--- src/verilog/dii_pkg.sv ---
package dii_pkg;

   // One flit on a debug link.
   typedef struct packed {
      logic        valid;
      logic        last;
      logic [15:0] data;
   } dii_flit;

   // Third flit of a packet is the header, later flits are payload.
   typedef union packed {
      struct packed {
         logic [1:0] pkt_type;
         logic [3:0] type_sub;
         logic [9:0] reserved;
      } hdr;
      logic [15:0] raw;
   } dii_hdr_word;

   ////////////////////////////////////////
   // Module ids

   localparam logic [15:0] ID_HOST = 16'd0;
   localparam logic [15:0] ID_SCM  = 16'd1;
   localparam logic [15:0] ID_UART = 16'd2;

   ////////////////////////////////////////
   // Packet types and register subtypes

   localparam logic [1:0] TYPE_REG   = 2'b00;
   localparam logic [1:0] TYPE_EVENT = 2'b10;

   localparam logic [3:0] SUB_REQ_READ       = 4'b0000;
   localparam logic [3:0] SUB_REQ_WRITE      = 4'b0100;
   localparam logic [3:0] SUB_RESP_READ      = 4'b0000;
   localparam logic [3:0] SUB_RESP_READ_ERR  = 4'b1100;
   localparam logic [3:0] SUB_RESP_WRITE     = 4'b1110;
   localparam logic [3:0] SUB_RESP_WRITE_ERR = 4'b1111;

endpackage

--- src/verilog/osd_reg_pkg.sv ---
package osd_reg_pkg;

   ////////////////////////////////////////
   // System control module

   localparam logic [15:0] REG_SYSTEM_ID = 16'h0200;
   localparam logic [15:0] REG_NUM_MOD   = 16'h0201;
   localparam logic [15:0] REG_SYSCTRL   = 16'h0203;

   localparam logic [15:0] SYSTEM_ID_VALUE = 16'hdead;
   localparam logic [15:0] NUM_MOD_VALUE   = 16'd2;

   localparam int SYSCTRL_SYS_RST_BIT = 0;
   localparam int SYSCTRL_CPU_RST_BIT = 1;

   typedef struct packed {
      logic [15:0] src;
      logic        write;
      logic [15:0] addr;
      logic [15:0] wdata;
   } scm_req;

   typedef struct packed {
      logic [15:0] dest;
      logic [3:0]  sub;
      logic        has_data;        // Read success only.
      logic [15:0] rdata;
   } scm_resp;

   ////////////////////////////////////////
   // UART emulation

   localparam logic [2:0] UART_OFS_DATA = 3'd0;
   localparam logic [2:0] UART_OFS_LSR  = 3'd5;

   localparam int LSR_DR_BIT   = 0;
   localparam int LSR_THRE_BIT = 5;

   localparam logic [1:0] AXIL_OKAY   = 2'b00;
   localparam logic [1:0] AXIL_SLVERR = 2'b10;

endpackage

--- src/verilog/dii_switch.sv ---
module dii_switch
   import dii_pkg::*;
(
   input  logic          clk,
   input  logic          rst_n,
   input  dii_flit       host_in,
   output logic          host_in_ready,
   output dii_flit       host_out,
   input  logic          host_out_ready,
   output dii_flit [1:0] mod_out,
   input  logic    [1:0] mod_out_ready,
   input  dii_flit [1:0] mod_in,
   output logic    [1:0] mod_in_ready
);

   ////////////////////////////////////////
   // Host to modules

   logic in_busy;
   logic in_drop;
   logic in_port;
   logic cur_drop;
   logic cur_port;
   logic in_fire;

   always_comb begin
      if (in_busy) begin
         cur_drop = in_drop;
         cur_port = in_port;
      end else begin
         cur_drop = (host_in.data != ID_SCM) && (host_in.data != ID_UART);
         cur_port = (host_in.data == ID_UART);
      end
   end

   always_comb begin
      mod_out[0] = host_in;
      mod_out[1] = host_in;
      mod_out[0].valid = host_in.valid & ~cur_drop & ~cur_port;
      mod_out[1].valid = host_in.valid & ~cur_drop & cur_port;
   end

   assign host_in_ready = cur_drop | mod_out_ready[cur_port]; // Unknown ids sink.
   assign in_fire = host_in.valid & host_in_ready;

   always_ff @(posedge clk or negedge rst_n) begin
      if (!rst_n) begin
         in_busy <= 1'b0;
         in_drop <= 1'b0;
         in_port <= 1'b0;
      end else if (in_fire) begin
         in_busy <= ~host_in.last;
         in_drop <= cur_drop;
         in_port <= cur_port;
      end
   end

   ////////////////////////////////////////
   // Modules to host

   logic out_busy;
   logic out_owner;
   logic rr_ptr;
   logic pick;
   logic cur_owner;
   logic out_fire;

   assign pick = mod_in[rr_ptr].valid ? rr_ptr : ~rr_ptr;
   assign cur_owner = out_busy ? out_owner : pick;
   assign host_out = mod_in[cur_owner];
   assign mod_in_ready[0] = host_out_ready & ~cur_owner;
   assign mod_in_ready[1] = host_out_ready & cur_owner;
   assign out_fire = host_out.valid & host_out_ready;

   // Owner locks as soon as a flit is offered, so host_out stays stable.
   always_ff @(posedge clk or negedge rst_n) begin
      if (!rst_n) begin
         out_busy  <= 1'b0;
         out_owner <= 1'b0;
         rr_ptr    <= 1'b0;
      end else if (host_out.valid) begin
         if (out_fire && host_out.last) begin
            out_busy <= 1'b0;
            rr_ptr   <= ~cur_owner;                          // Other side first.
         end else begin
            out_busy  <= 1'b1;
            out_owner <= cur_owner;
         end
      end
   end

endmodule

--- src/verilog/dii_pkt_decode.sv ---
module dii_pkt_decode
   import dii_pkg::*;
   import osd_reg_pkg::*;
(
   input  logic    clk,
   input  logic    rst_n,
   input  dii_flit pkt_in,
   output logic    pkt_in_ready,
   output scm_req  req,
   output logic    req_valid,
   input  logic    req_ready
);

   dii_hdr_word word;
   logic [2:0]  cnt;
   logic        keep;
   logic        fire;

   assign word.raw = pkt_in.data;
   assign pkt_in_ready = ~req_valid;                         // Hold off while full.
   assign fire = pkt_in.valid & pkt_in_ready;

   always_ff @(posedge clk or negedge rst_n) begin
      if (!rst_n) begin
         cnt       <= 3'd0;
         keep      <= 1'b0;
         req_valid <= 1'b0;
      end else begin
         if (req_valid && req_ready) begin
            req_valid <= 1'b0;
         end
         if (fire) begin
            if (pkt_in.last) begin
               cnt       <= 3'd0;
               req_valid <= keep && (cnt == (req.write ? 3'd4 : 3'd3));
            end else if (cnt != 3'd7) begin
               cnt <= cnt + 3'd1;
            end
            if (cnt == 3'd2) begin
               keep <= (word.hdr.pkt_type == TYPE_REG) &&
                       (word.hdr.type_sub == SUB_REQ_READ ||
                        word.hdr.type_sub == SUB_REQ_WRITE);
            end
         end
      end
   end

   always_ff @(posedge clk) begin
      if (fire) begin
         case (cnt)
            3'd1: req.src <= word.raw;
            3'd2: req.write <= (word.hdr.type_sub == SUB_REQ_WRITE);
            3'd3: req.addr <= word.raw;
            3'd4: req.wdata <= word.raw;
            default: ;                                        // Destination word.
         endcase
      end
   end

endmodule

--- src/verilog/scm_reg_execute.sv ---
module scm_reg_execute
   import dii_pkg::*;
   import osd_reg_pkg::*;
(
   input  logic    clk,
   input  logic    rst_n,
   input  scm_req  req,
   input  logic    req_valid,
   output logic    req_ready,
   output scm_resp resp,
   output logic    resp_valid,
   input  logic    resp_ready,
   output logic    sys_rst,
   output logic    cpu_rst
);

   logic [15:0] sysctrl;
   logic        fire;

   assign req_ready = ~resp_valid;
   assign fire = req_valid & req_ready;

   assign sys_rst = sysctrl[SYSCTRL_SYS_RST_BIT];
   assign cpu_rst = sysctrl[SYSCTRL_CPU_RST_BIT];

   always_ff @(posedge clk or negedge rst_n) begin
      if (!rst_n) begin
         sysctrl    <= 16'h0000;
         resp_valid <= 1'b0;
      end else begin
         if (resp_valid && resp_ready) begin
            resp_valid <= 1'b0;
         end
         if (fire) begin
            resp_valid <= 1'b1;
            if (req.write && req.addr == REG_SYSCTRL) begin
               sysctrl <= req.wdata;                          // Only writable register.
            end
         end
      end
   end

   always_ff @(posedge clk) begin
      if (fire) begin
         resp.dest  <= req.src;
         resp.rdata <= 16'h0000;
         if (req.write) begin
            resp.has_data <= 1'b0;
            resp.sub <= (req.addr == REG_SYSCTRL) ? SUB_RESP_WRITE : SUB_RESP_WRITE_ERR;
         end else begin
            resp.has_data <= 1'b1;
            resp.sub      <= SUB_RESP_READ;
            case (req.addr)
               REG_SYSTEM_ID: resp.rdata <= SYSTEM_ID_VALUE;
               REG_NUM_MOD: resp.rdata <= NUM_MOD_VALUE;
               REG_SYSCTRL: resp.rdata <= sysctrl;
               default: begin
                  resp.has_data <= 1'b0;                      // Error reply has no payload.
                  resp.sub      <= SUB_RESP_READ_ERR;
               end
            endcase
         end
      end
   end

endmodule

--- src/verilog/dii_pkt_result.sv ---
module dii_pkt_result
   import dii_pkg::*;
   import osd_reg_pkg::*;
(
   input  logic    clk,
   input  logic    rst_n,
   input  scm_resp resp,
   input  logic    resp_valid,
   output logic    resp_ready,
   output dii_flit pkt_out,
   input  logic    pkt_out_ready
);

   scm_resp     rsp;
   logic        busy;
   logic [1:0]  cnt;
   logic        fire;
   dii_hdr_word hdr_word;

   assign resp_ready = ~busy;
   assign fire = pkt_out.valid & pkt_out_ready;

   always_comb begin
      hdr_word.raw          = 16'h0000;
      hdr_word.hdr.pkt_type = TYPE_REG;
      hdr_word.hdr.type_sub = rsp.sub;
   end

   always_comb begin
      pkt_out.valid = busy;
      pkt_out.last  = (cnt == 2'd3) || (cnt == 2'd2 && !rsp.has_data);
      case (cnt)
         2'd0: pkt_out.data = rsp.dest;
         2'd1: pkt_out.data = ID_SCM;
         2'd2: pkt_out.data = hdr_word.raw;
         default: pkt_out.data = rsp.rdata;
      endcase
   end

   always_ff @(posedge clk or negedge rst_n) begin
      if (!rst_n) begin
         busy <= 1'b0;
         cnt  <= 2'd0;
      end else if (!busy) begin
         if (resp_valid) begin
            busy <= 1'b1;
            cnt  <= 2'd0;
         end
      end else if (fire) begin
         if (pkt_out.last) begin
            busy <= 1'b0;
         end else begin
            cnt <= cnt + 2'd1;
         end
      end
   end

   always_ff @(posedge clk) begin
      if (resp_valid && resp_ready) begin
         rsp <= resp;
      end
   end

endmodule

--- src/verilog/osd_dem_uart.sv ---
module osd_dem_uart
   import dii_pkg::*;
   import osd_reg_pkg::*;
(
   input  logic        clk,
   input  logic        rst_n,
   input  logic [12:0] s_axil_awaddr,
   input  logic        s_axil_awvalid,
   output logic        s_axil_awready,
   input  logic [31:0] s_axil_wdata,
   input  logic        s_axil_wvalid,
   output logic        s_axil_wready,
   output logic [1:0]  s_axil_bresp,
   output logic        s_axil_bvalid,
   input  logic        s_axil_bready,
   input  logic [12:0] s_axil_araddr,
   input  logic        s_axil_arvalid,
   output logic        s_axil_arready,
   output logic [31:0] s_axil_rdata,
   output logic [1:0]  s_axil_rresp,
   output logic        s_axil_rvalid,
   input  logic        s_axil_rready,
   input  dii_flit     debug_in,
   output logic        debug_in_ready,
   output dii_flit     debug_out,
   input  logic        debug_out_ready
);

   logic [2:0]  wr_ofs;
   logic [2:0]  rd_ofs;
   logic        wr_fire;
   logic        rd_fire;
   logic        tx_busy;
   logic [1:0]  tx_cnt;
   logic [7:0]  tx_char;
   logic        tx_fire;
   logic        rx_full;
   logic [7:0]  rx_char;
   logic [2:0]  rx_cnt;
   logic        rx_keep;
   logic        rx_fire;
   logic [7:0]  lsr;
   logic [7:0]  rd_byte;
   dii_hdr_word rx_word;
   dii_hdr_word tx_hdr;

   ////////////////////////////////////////
   // AXI4-Lite handshakes

   assign wr_ofs = s_axil_awaddr[4:2];
   assign rd_ofs = s_axil_araddr[4:2];

   assign s_axil_awready = ~tx_busy & ~s_axil_bvalid;       // Busy while sending.
   assign s_axil_wready  = s_axil_awready;
   assign s_axil_arready = ~s_axil_rvalid;
   assign s_axil_rdata   = {24'h000000, rd_byte};

   assign wr_fire = s_axil_awvalid & s_axil_wvalid & s_axil_awready & s_axil_wready;
   assign rd_fire = s_axil_arvalid & s_axil_arready;

   always_comb begin
      lsr               = 8'h00;
      lsr[LSR_DR_BIT]   = rx_full;
      lsr[LSR_THRE_BIT] = ~tx_busy;
   end

   ////////////////////////////////////////
   // Debug packets

   assign rx_word.raw    = debug_in.data;
   assign debug_in_ready = ~rx_full;                         // One-entry buffer.
   assign rx_fire        = debug_in.valid & debug_in_ready;
   assign tx_fire        = debug_out.valid & debug_out_ready;

   always_comb begin
      tx_hdr.raw          = 16'h0000;
      tx_hdr.hdr.pkt_type = TYPE_EVENT;
      debug_out.valid     = tx_busy;
      debug_out.last      = (tx_cnt == 2'd3);
      case (tx_cnt)
         2'd0: debug_out.data = ID_HOST;
         2'd1: debug_out.data = ID_UART;
         2'd2: debug_out.data = tx_hdr.raw;
         default: debug_out.data = {8'h00, tx_char};
      endcase
   end

   always_ff @(posedge clk or negedge rst_n) begin
      if (!rst_n) begin
         s_axil_bvalid <= 1'b0;
         s_axil_rvalid <= 1'b0;
         tx_busy       <= 1'b0;
         tx_cnt        <= 2'd0;
         rx_full       <= 1'b0;
         rx_cnt        <= 3'd0;
         rx_keep       <= 1'b0;
      end else begin
         if (s_axil_bvalid && s_axil_bready) begin
            s_axil_bvalid <= 1'b0;
         end
         if (wr_fire) begin
            s_axil_bvalid <= 1'b1;
            if (wr_ofs == UART_OFS_DATA) begin
               tx_busy <= 1'b1;
               tx_cnt  <= 2'd0;
            end
         end
         if (tx_fire) begin
            if (debug_out.last) begin
               tx_busy <= 1'b0;
            end else begin
               tx_cnt <= tx_cnt + 2'd1;
            end
         end
         if (s_axil_rvalid && s_axil_rready) begin
            s_axil_rvalid <= 1'b0;
         end
         if (rd_fire) begin
            s_axil_rvalid <= 1'b1;
            if (rd_ofs == UART_OFS_DATA) begin
               rx_full <= 1'b0;                               // Character taken.
            end
         end
         if (rx_fire) begin
            if (debug_in.last) begin
               rx_cnt <= 3'd0;
               if (rx_keep && rx_cnt == 3'd3) begin
                  rx_full <= 1'b1;
               end
            end else if (rx_cnt != 3'd7) begin
               rx_cnt <= rx_cnt + 3'd1;
            end
            if (rx_cnt == 3'd2) begin
               rx_keep <= (rx_word.hdr.pkt_type == TYPE_EVENT); // Register packets dropped.
            end
         end
      end
   end

   always_ff @(posedge clk) begin
      if (wr_fire) begin
         s_axil_bresp <= (wr_ofs == UART_OFS_DATA || wr_ofs == UART_OFS_LSR) ?
                         AXIL_OKAY : AXIL_SLVERR;
         if (wr_ofs == UART_OFS_DATA) begin
            tx_char <= s_axil_wdata[7:0];
         end
      end
      if (rd_fire) begin
         s_axil_rresp <= (rd_ofs == UART_OFS_DATA || rd_ofs == UART_OFS_LSR) ?
                         AXIL_OKAY : AXIL_SLVERR;
         case (rd_ofs)
            UART_OFS_DATA: rd_byte <= rx_char;
            UART_OFS_LSR: rd_byte <= lsr;
            default: rd_byte <= 8'h00;
         endcase
      end
      if (rx_fire && rx_cnt == 3'd3) begin
         rx_char <= rx_word.raw[7:0];
      end
   end

endmodule

--- src/verilog/debug_system.sv ---
module debug_system
   import dii_pkg::*;
   import osd_reg_pkg::*;
(
   input  logic        clk,
   input  logic        rst_n,
   input  dii_flit     host_in,
   output logic        host_in_ready,
   output dii_flit     host_out,
   input  logic        host_out_ready,
   input  logic [12:0] s_axil_awaddr,
   input  logic        s_axil_awvalid,
   output logic        s_axil_awready,
   input  logic [31:0] s_axil_wdata,
   input  logic        s_axil_wvalid,
   output logic        s_axil_wready,
   output logic [1:0]  s_axil_bresp,
   output logic        s_axil_bvalid,
   input  logic        s_axil_bready,
   input  logic [12:0] s_axil_araddr,
   input  logic        s_axil_arvalid,
   output logic        s_axil_arready,
   output logic [31:0] s_axil_rdata,
   output logic [1:0]  s_axil_rresp,
   output logic        s_axil_rvalid,
   input  logic        s_axil_rready,
   output logic        sys_rst,
   output logic        cpu_rst
);

   // Port 0 is the system control module, port 1 the UART.
   dii_flit [1:0] sw_to_mod;
   logic    [1:0] sw_to_mod_ready;
   dii_flit [1:0] mod_to_sw;
   logic    [1:0] mod_to_sw_ready;

   scm_req  req;
   logic    req_valid;
   logic    req_ready;
   scm_resp resp;
   logic    resp_valid;
   logic    resp_ready;

   dii_switch u_switch (
      .clk            (clk),
      .rst_n          (rst_n),
      .host_in        (host_in),
      .host_in_ready  (host_in_ready),
      .host_out       (host_out),
      .host_out_ready (host_out_ready),
      .mod_out        (sw_to_mod),
      .mod_out_ready  (sw_to_mod_ready),
      .mod_in         (mod_to_sw),
      .mod_in_ready   (mod_to_sw_ready)
   );

   dii_pkt_decode u_decode (
      .clk          (clk),
      .rst_n        (rst_n),
      .pkt_in       (sw_to_mod[0]),
      .pkt_in_ready (sw_to_mod_ready[0]),
      .req          (req),
      .req_valid    (req_valid),
      .req_ready    (req_ready)
   );

   scm_reg_execute u_execute (
      .clk        (clk),
      .rst_n      (rst_n),
      .req        (req),
      .req_valid  (req_valid),
      .req_ready  (req_ready),
      .resp       (resp),
      .resp_valid (resp_valid),
      .resp_ready (resp_ready),
      .sys_rst    (sys_rst),
      .cpu_rst    (cpu_rst)
   );

   dii_pkt_result u_result (
      .clk           (clk),
      .rst_n         (rst_n),
      .resp          (resp),
      .resp_valid    (resp_valid),
      .resp_ready    (resp_ready),
      .pkt_out       (mod_to_sw[0]),
      .pkt_out_ready (mod_to_sw_ready[0])
   );

   osd_dem_uart u_uart (
      .clk             (clk),
      .rst_n           (rst_n),
      .s_axil_awaddr   (s_axil_awaddr),
      .s_axil_awvalid  (s_axil_awvalid),
      .s_axil_awready  (s_axil_awready),
      .s_axil_wdata    (s_axil_wdata),
      .s_axil_wvalid   (s_axil_wvalid),
      .s_axil_wready   (s_axil_wready),
      .s_axil_bresp    (s_axil_bresp),
      .s_axil_bvalid   (s_axil_bvalid),
      .s_axil_bready   (s_axil_bready),
      .s_axil_araddr   (s_axil_araddr),
      .s_axil_arvalid  (s_axil_arvalid),
      .s_axil_arready  (s_axil_arready),
      .s_axil_rdata    (s_axil_rdata),
      .s_axil_rresp    (s_axil_rresp),
      .s_axil_rvalid   (s_axil_rvalid),
      .s_axil_rready   (s_axil_rready),
      .debug_in        (sw_to_mod[1]),
      .debug_in_ready  (sw_to_mod_ready[1]),
      .debug_out       (mod_to_sw[1]),
      .debug_out_ready (mod_to_sw_ready[1])
   );

endmodule

--- config.mk ---
export PLATFORM = sky130hd
export DESIGN_NAME = debug_system
export DESIGN_NICKNAME = d
export VERILOG_FILES = /design/src/verilog/dii_pkg.sv /design/src/verilog/osd_reg_pkg.sv /design/src/verilog/dii_switch.sv /design/src/verilog/dii_pkt_decode.sv /design/src/verilog/scm_reg_execute.sv /design/src/verilog/dii_pkt_result.sv /design/src/verilog/osd_dem_uart.sv /design/src/verilog/debug_system.sv
export SDC_FILE = /design/constraint.sdc
export NUM_CORES = 1
export LEC_CHECK = 0
export BUFFER_PORTS_ARGS = -buffer_cell sky130_fd_sc_hd__buf_2
export CAP_MARGIN = 40
export CORE_AREA = 2 2 163 165
export DETAILED_ROUTE_END_ITERATION = 6
export DIE_AREA = 0 0 165 167
export PLACE_DENSITY_LB_ADDON = 0.15
export RECOVER_POWER = 25
export REMOVE_ABC_BUFFERS = 1
export SLEW_MARGIN = 10
export SYNTH_ARGS = -nofsm -noshare
export SYNTH_HDL_FRONTEND = slang
export SYNTH_SLANG_ARGS = --single-unit
--- constraint.sdc ---
create_clock -name clk -period 4.7 [get_ports clk]
set_input_delay 0.705 -clock clk [delete_from_list [all_inputs] [get_ports clk]]
set_output_delay 0.705 -clock clk [all_outputs]
set_load 0.01 [all_outputs]
==> results by stage <==
Pwr:
- The share of total power dissipated in combinational logic is 16.2%.
- Registers are responsible for 48.0% of the overall power.
- For this design the static power due to leakage is 0.00335 uW.
- In this run, the clock network consumes 35.8% of the power.
- IR analysis of the VDD net gives a maximum drop of 0.000176 V.
- The switching power of the nets is 1120 uW.
- Net switching is 28.3% of the power.
- Dividing total power by cell area gives a power density of 438 nW/um^2.
- The internal cell power is 2830 uW.

Critical path:
- The startpoint of the worst register-to-register path is u_switch.in_busy$_DFFE_PN0P_.
- The capture instance of the worst register-to-register path is u_decode.req[39]$_DFFE_PP_.
- Across all register-to-register paths, the minimum setup slack is 1.98 ns.
- The depth of the worst register-to-register path is 6.
- The biggest fanout along the worst timing path is 19.
- STA classifies the critical path endpoint as an output pin.
- The required time reported for the critical path endpoint is 3.99 ns.
- In this design, the stage delay of the slowest critical-path cell is 0.68 ns.
- The startpoint-to-endpoint class of the critical path is reg2out.
- For the worst setup path, the data arrival time is 2.77 ns.
- The slowest stage of the critical path is the sky130_fd_sc_hd__o31ai_4 cell.
- The type of element launching the critical path is a flop.
- The signal on the critical path passes through nor2b_1 -> o31ai_4 -> buf_4 -> mux2_2 -> buf_2.

Final layout:
- In the layout the commonest cells are 147 x sky130_fd_sc_hd__edfxtp_1, 61 x sky130_fd_sc_hd__buf_2, 41 x sky130_fd_sc_hd__nor2_1, 41 x sky130_fd_sc_hd__dfrtp_1, 32 x sky130_fd_sc_hd__nand2_1.
- The number of antenna repair diodes is 0.
- The area added between synthesis and finish is 17.3%.
- The post-route netlist has 21.9% of its cells at a drive strength greater than 1.
- At the end of the flow the core is filled with cells to 34.9%.
- The total number of nets in the final design is 722.
- The most common library cell in the layout ignoring fill and taps is sky130_fd_sc_hd__edfxtp_1.
- The number of filler instances in the final layout is 2,492.

Synthesis:
- Summing the areas of all compound-gate instances in the mapped netlist gives 7.96% of the synthesized area.
- After synthesis, the share of flip-flops with an asynchronous set or reset is 21.8%.
- Counting flops and latches in the post-synthesis netlist gives 188.
- During synthesis, Yosys emitted a total of 0 warnings.
- The synthesized design contains 147 enable-type register cells.
- Of the total synthesized cell area, the portion taken by full adders, half adders and majority gates is 2.77%.
- By area, the combinational part of the netlist is dominated by simple AND/OR/NAND/NOR gates.
- The count of different cell masters after synthesis is 56.
- The proportion of synthesized chip area in sequential cells is 70.9%.
- The parity-gate share of the synthesized area counting xor and xnor cells is 0.457%.
- Of the post-synthesis cell area, the part taken by muxes is 3.20%.
- After Yosys synthesis, and, or, nand and nor cells account for 9.82% of the synthesized area.
- The average cell area after synthesis is 14.4 sq um.
- The total standard cell area after synthesis is 7670 sq um.
- The number of cells produced by synthesis is 534.
- The top flip-flop cell by instance count after synthesis is sky130_fd_sc_hd__edfxtp_1.

Placement:
- The half-perimeter wire length after detailed placement is 11,000 um.
- OpenSTA, run right after detailed placement, puts the worst setup slack at 1.34 ns.
- The global placement routability congestion is 0.758.
- The count of buffers inserted at the top-level ports is 75.

Drt:
- For this run, design rule violations remaining after detail routing come to 0.
- The number of detailed-routing iterations run before antenna repair is 4.
- The detailed-route via count is 4,317.
- The final antenna-violating net count is 0.
- The detailed-route wire length per cell is 16.3 um.
- The aggregate routed wire length is 15,800 um.
- After the first detailed-routing iteration, the DRC count stood at 205.
- After detailed routing, the number of vias per cell comes to 4.46.

STA:
- Static timing analysis puts the maximum clock frequency at 288 MHz.
- Setup slack closes at 1.23 ns.
- After routing, the total negative slack on setup checks comes to 0 ns.
- The transition time at the pin with the least slew margin is 0.753 ns.
- The count of endpoints failing hold in the final timing report is 0.
- In the finished design, the share of the clock period the worst path needs comes to 73.9%.
- The worst path needs 3.47 ns of the cycle, external delays included.
- The clock arrives with 0.00990 ns of skew.
- Setup violations remaining at the end of the flow were counted as 0.
- The count of pins over their slew limit is 0.
- The relative max-transition margin is 49.8%.
- Setup repair after global routing left no endpoint under its margin.

Global route:
- The first-pass GRT wire length is 25,000 um.
- The via count of the first global-routing pass is 4,531.
- The total routing usage reported by global routing is 12.0%.
- Global routing finished with a remaining overflow of 0.
- The number of antenna violations at the first check in global routing is 0.
- Entering global routing, the biggest net connects 42 pins.

Floorplan:
- The total core area is 25,800 sq um.
- Measured along the x axis, the die boundary spans 165 um.
- The floorplan has 59 rows.
- The die height is 167 um.
- Once the floorplan was initialized, standard cells occupied 29.8% of the core.
- For this design the top-level I/O count stands at 146.
- The die covers 27,600 sq um.

Clocking:
- The tree built by TritonCTS fans out to 188 sinks.
- TritonCTS built the clock tree.
- In this run, post-CTS repair resized a total of 0 instances.
- The H-tree depth reported by CTS is 4.
- The clock passes through at most 2 buffers.
- The number of buffers inserted by hold repair at cts is 0.
- The later pin in the worst-skew pair is clocked with a latency of 0.43 ns.
- Clock-pin slew was measured on the worst setup and hold paths at 0.07 ns.
- The number of clock buffers inserted by TritonCTS is 17.
- The setup fix buffers added after clock tree synthesis is 0.
- The tree is rooted in a sky130_fd_sc_hd__clkbuf_16.

Run:
- Max-cap violations in this run came to 0.

Hold path:
- The class of the most critical hold timing path is in2async.

Status:
- The flow ran to the end, and the final reports show no timing, DRC or antenna violations.
[kinds of logic (layout without fill, tap and decap cells)]
kind of cell,Yosys count,count (layout)
AO/OA/AOI/OAI,90,90
XOR/XNOR,4,4
adder cells (fa/ha/maj),17,17
buffers and inverters,68,143
flip-flops,188,188
multiplexers,22,22
other,1,26
AND/OR/NAND/NOR,144,144
[cell usage after synthesis (3+ instances only)]
master	count	share of area (%)
sky130_fd_sc_hd__or3_1	3	0.24
sky130_fd_sc_hd__edfxtp_1	147	58
sky130_fd_sc_hd__o211ai_1	4	0.39
sky130_fd_sc_hd__nor2_1	41	2.0
sky130_fd_sc_hd__nor3b_1	3	0.29
sky130_fd_sc_hd__ha_1	17	2.8
sky130_fd_sc_hd__and2_1	12	0.98
sky130_fd_sc_hd__nor2b_1	9	0.73
sky130_fd_sc_hd__mux2_2	19	2.8
sky130_fd_sc_hd__a21o_1	4	0.39
sky130_fd_sc_hd__buf_2	4	0.26
sky130_fd_sc_hd__a21oi_1	23	1.5
sky130_fd_sc_hd__nand2_1	32	1.6
sky130_fd_sc_hd__nand2b_1	4	0.33
sky130_fd_sc_hd__o21a_1	14	1.4
sky130_fd_sc_hd__nor4_1	3	0.24
sky130_fd_sc_hd__a22oi_1	4	0.39
sky130_fd_sc_hd__nor4_2	3	0.49
sky130_fd_sc_hd__nand3_1	14	0.91
sky130_fd_sc_hd__buf_4	29	2.8
sky130_fd_sc_hd__clkbuf_1	11	0.54
sky130_fd_sc_hd__dfrtp_1	41	13
sky130_fd_sc_hd__nor3_1	5	0.33
sky130_fd_sc_hd__o21ai_0	17	1.1
sky130_fd_sc_hd__and3_1	3	0.24
sky130_fd_sc_hd__inv_1	24	1.2
sky130_fd_sc_hd__a31oi_1	3	0.24
[flip-flops by register name, summed over array words and instances (netlist names), 2 cells and up]
register,flops
u_decode.cnt,3
u_decode.req,49
u_execute.resp,36
u_execute.sysctrl,16
u_result.cnt,2
u_result.hdr_word,3
u_result.rsp,33
u_uart.rd_byte,8
u_uart.rx_char,8
u_uart.rx_cnt,3
u_uart.tx_char,8
u_uart.tx_cnt,2
[metal layers]
metal  GRT usage (%)  routed length (um)  vias up
li1                -                   -     2074
met1            15.5                7110     2136
met2            20.1                7840      101
met3            2.96                 695        6
met4            3.33                 108        0
met5               0                   0        -
[worst max-delay path: cells and delay by family (launching register included)]
kind	cells	cell delay [ns]
flops	1	0.62
compound gates	1	0.68
simple gates	1	0.15
buf+inv	2	0.50
mux	1	0.39
[through the flow]
step	power [uW]	cell area, sq um	instances	hold WS, ns
after floorplan	2300	7480	515	0.400
after global routing	4160	9000	969	0.425
after global placement	2550	8370	933	0.403
final	3940	9000	969	0.397
after detailed placement	2590	8440	937	0.405
after CTS	4010	9010	969	0.410
[power groups by stage]
stage | Sequential, uW | Combinational [uW] | Clock, uW
2_1_floorplan | 1910 | 386 | 0
3_3_place_gp | 1920 | 629 | 0
3_5_place_dp | 1930 | 660 | 0
4_1_cts | 1890 | 662 | 1450
5_1_grt | 1900 | 729 | 1530
6_report | 1890 | 639 | 1410
[worst max path at each step]
stage / start / to / slack [ns] / cells after the start
floorplan: host_in[3] / u_decode.req[33]$_DFFE_PP_ / 1.02 / 5
global placement: host_in[11] / u_decode.req[35]$_DFFE_PP_ / 1.42 / 7
detailed placement: host_in[11] / u_decode.req[33]$_DFFE_PP_ / 1.34 / 7
CTS: u_uart.tx_busy$_DFF_PN0_ / host_out[17] / 1.20 / 5
global route: u_uart.tx_busy$_DFF_PN0_ / host_out[17] / 1.06 / 5
finish: u_uart.tx_busy$_DFF_PN0_ / host_out[17] / 1.23 / 5
[layout make-up]
cell class	instances	area [sq um]	area share, %
well taps	335	419	4.66
clock buffers	17	425	4.73
repair buffers	87	483	5.37
flip-flops and latches	188	5440	60.5
inverters	24	90.1	1.00
multi-input cells	303	1990	22.1
clock inverters	15	151	1.68
Note: power is estimated with default switching activity, not from simulation.
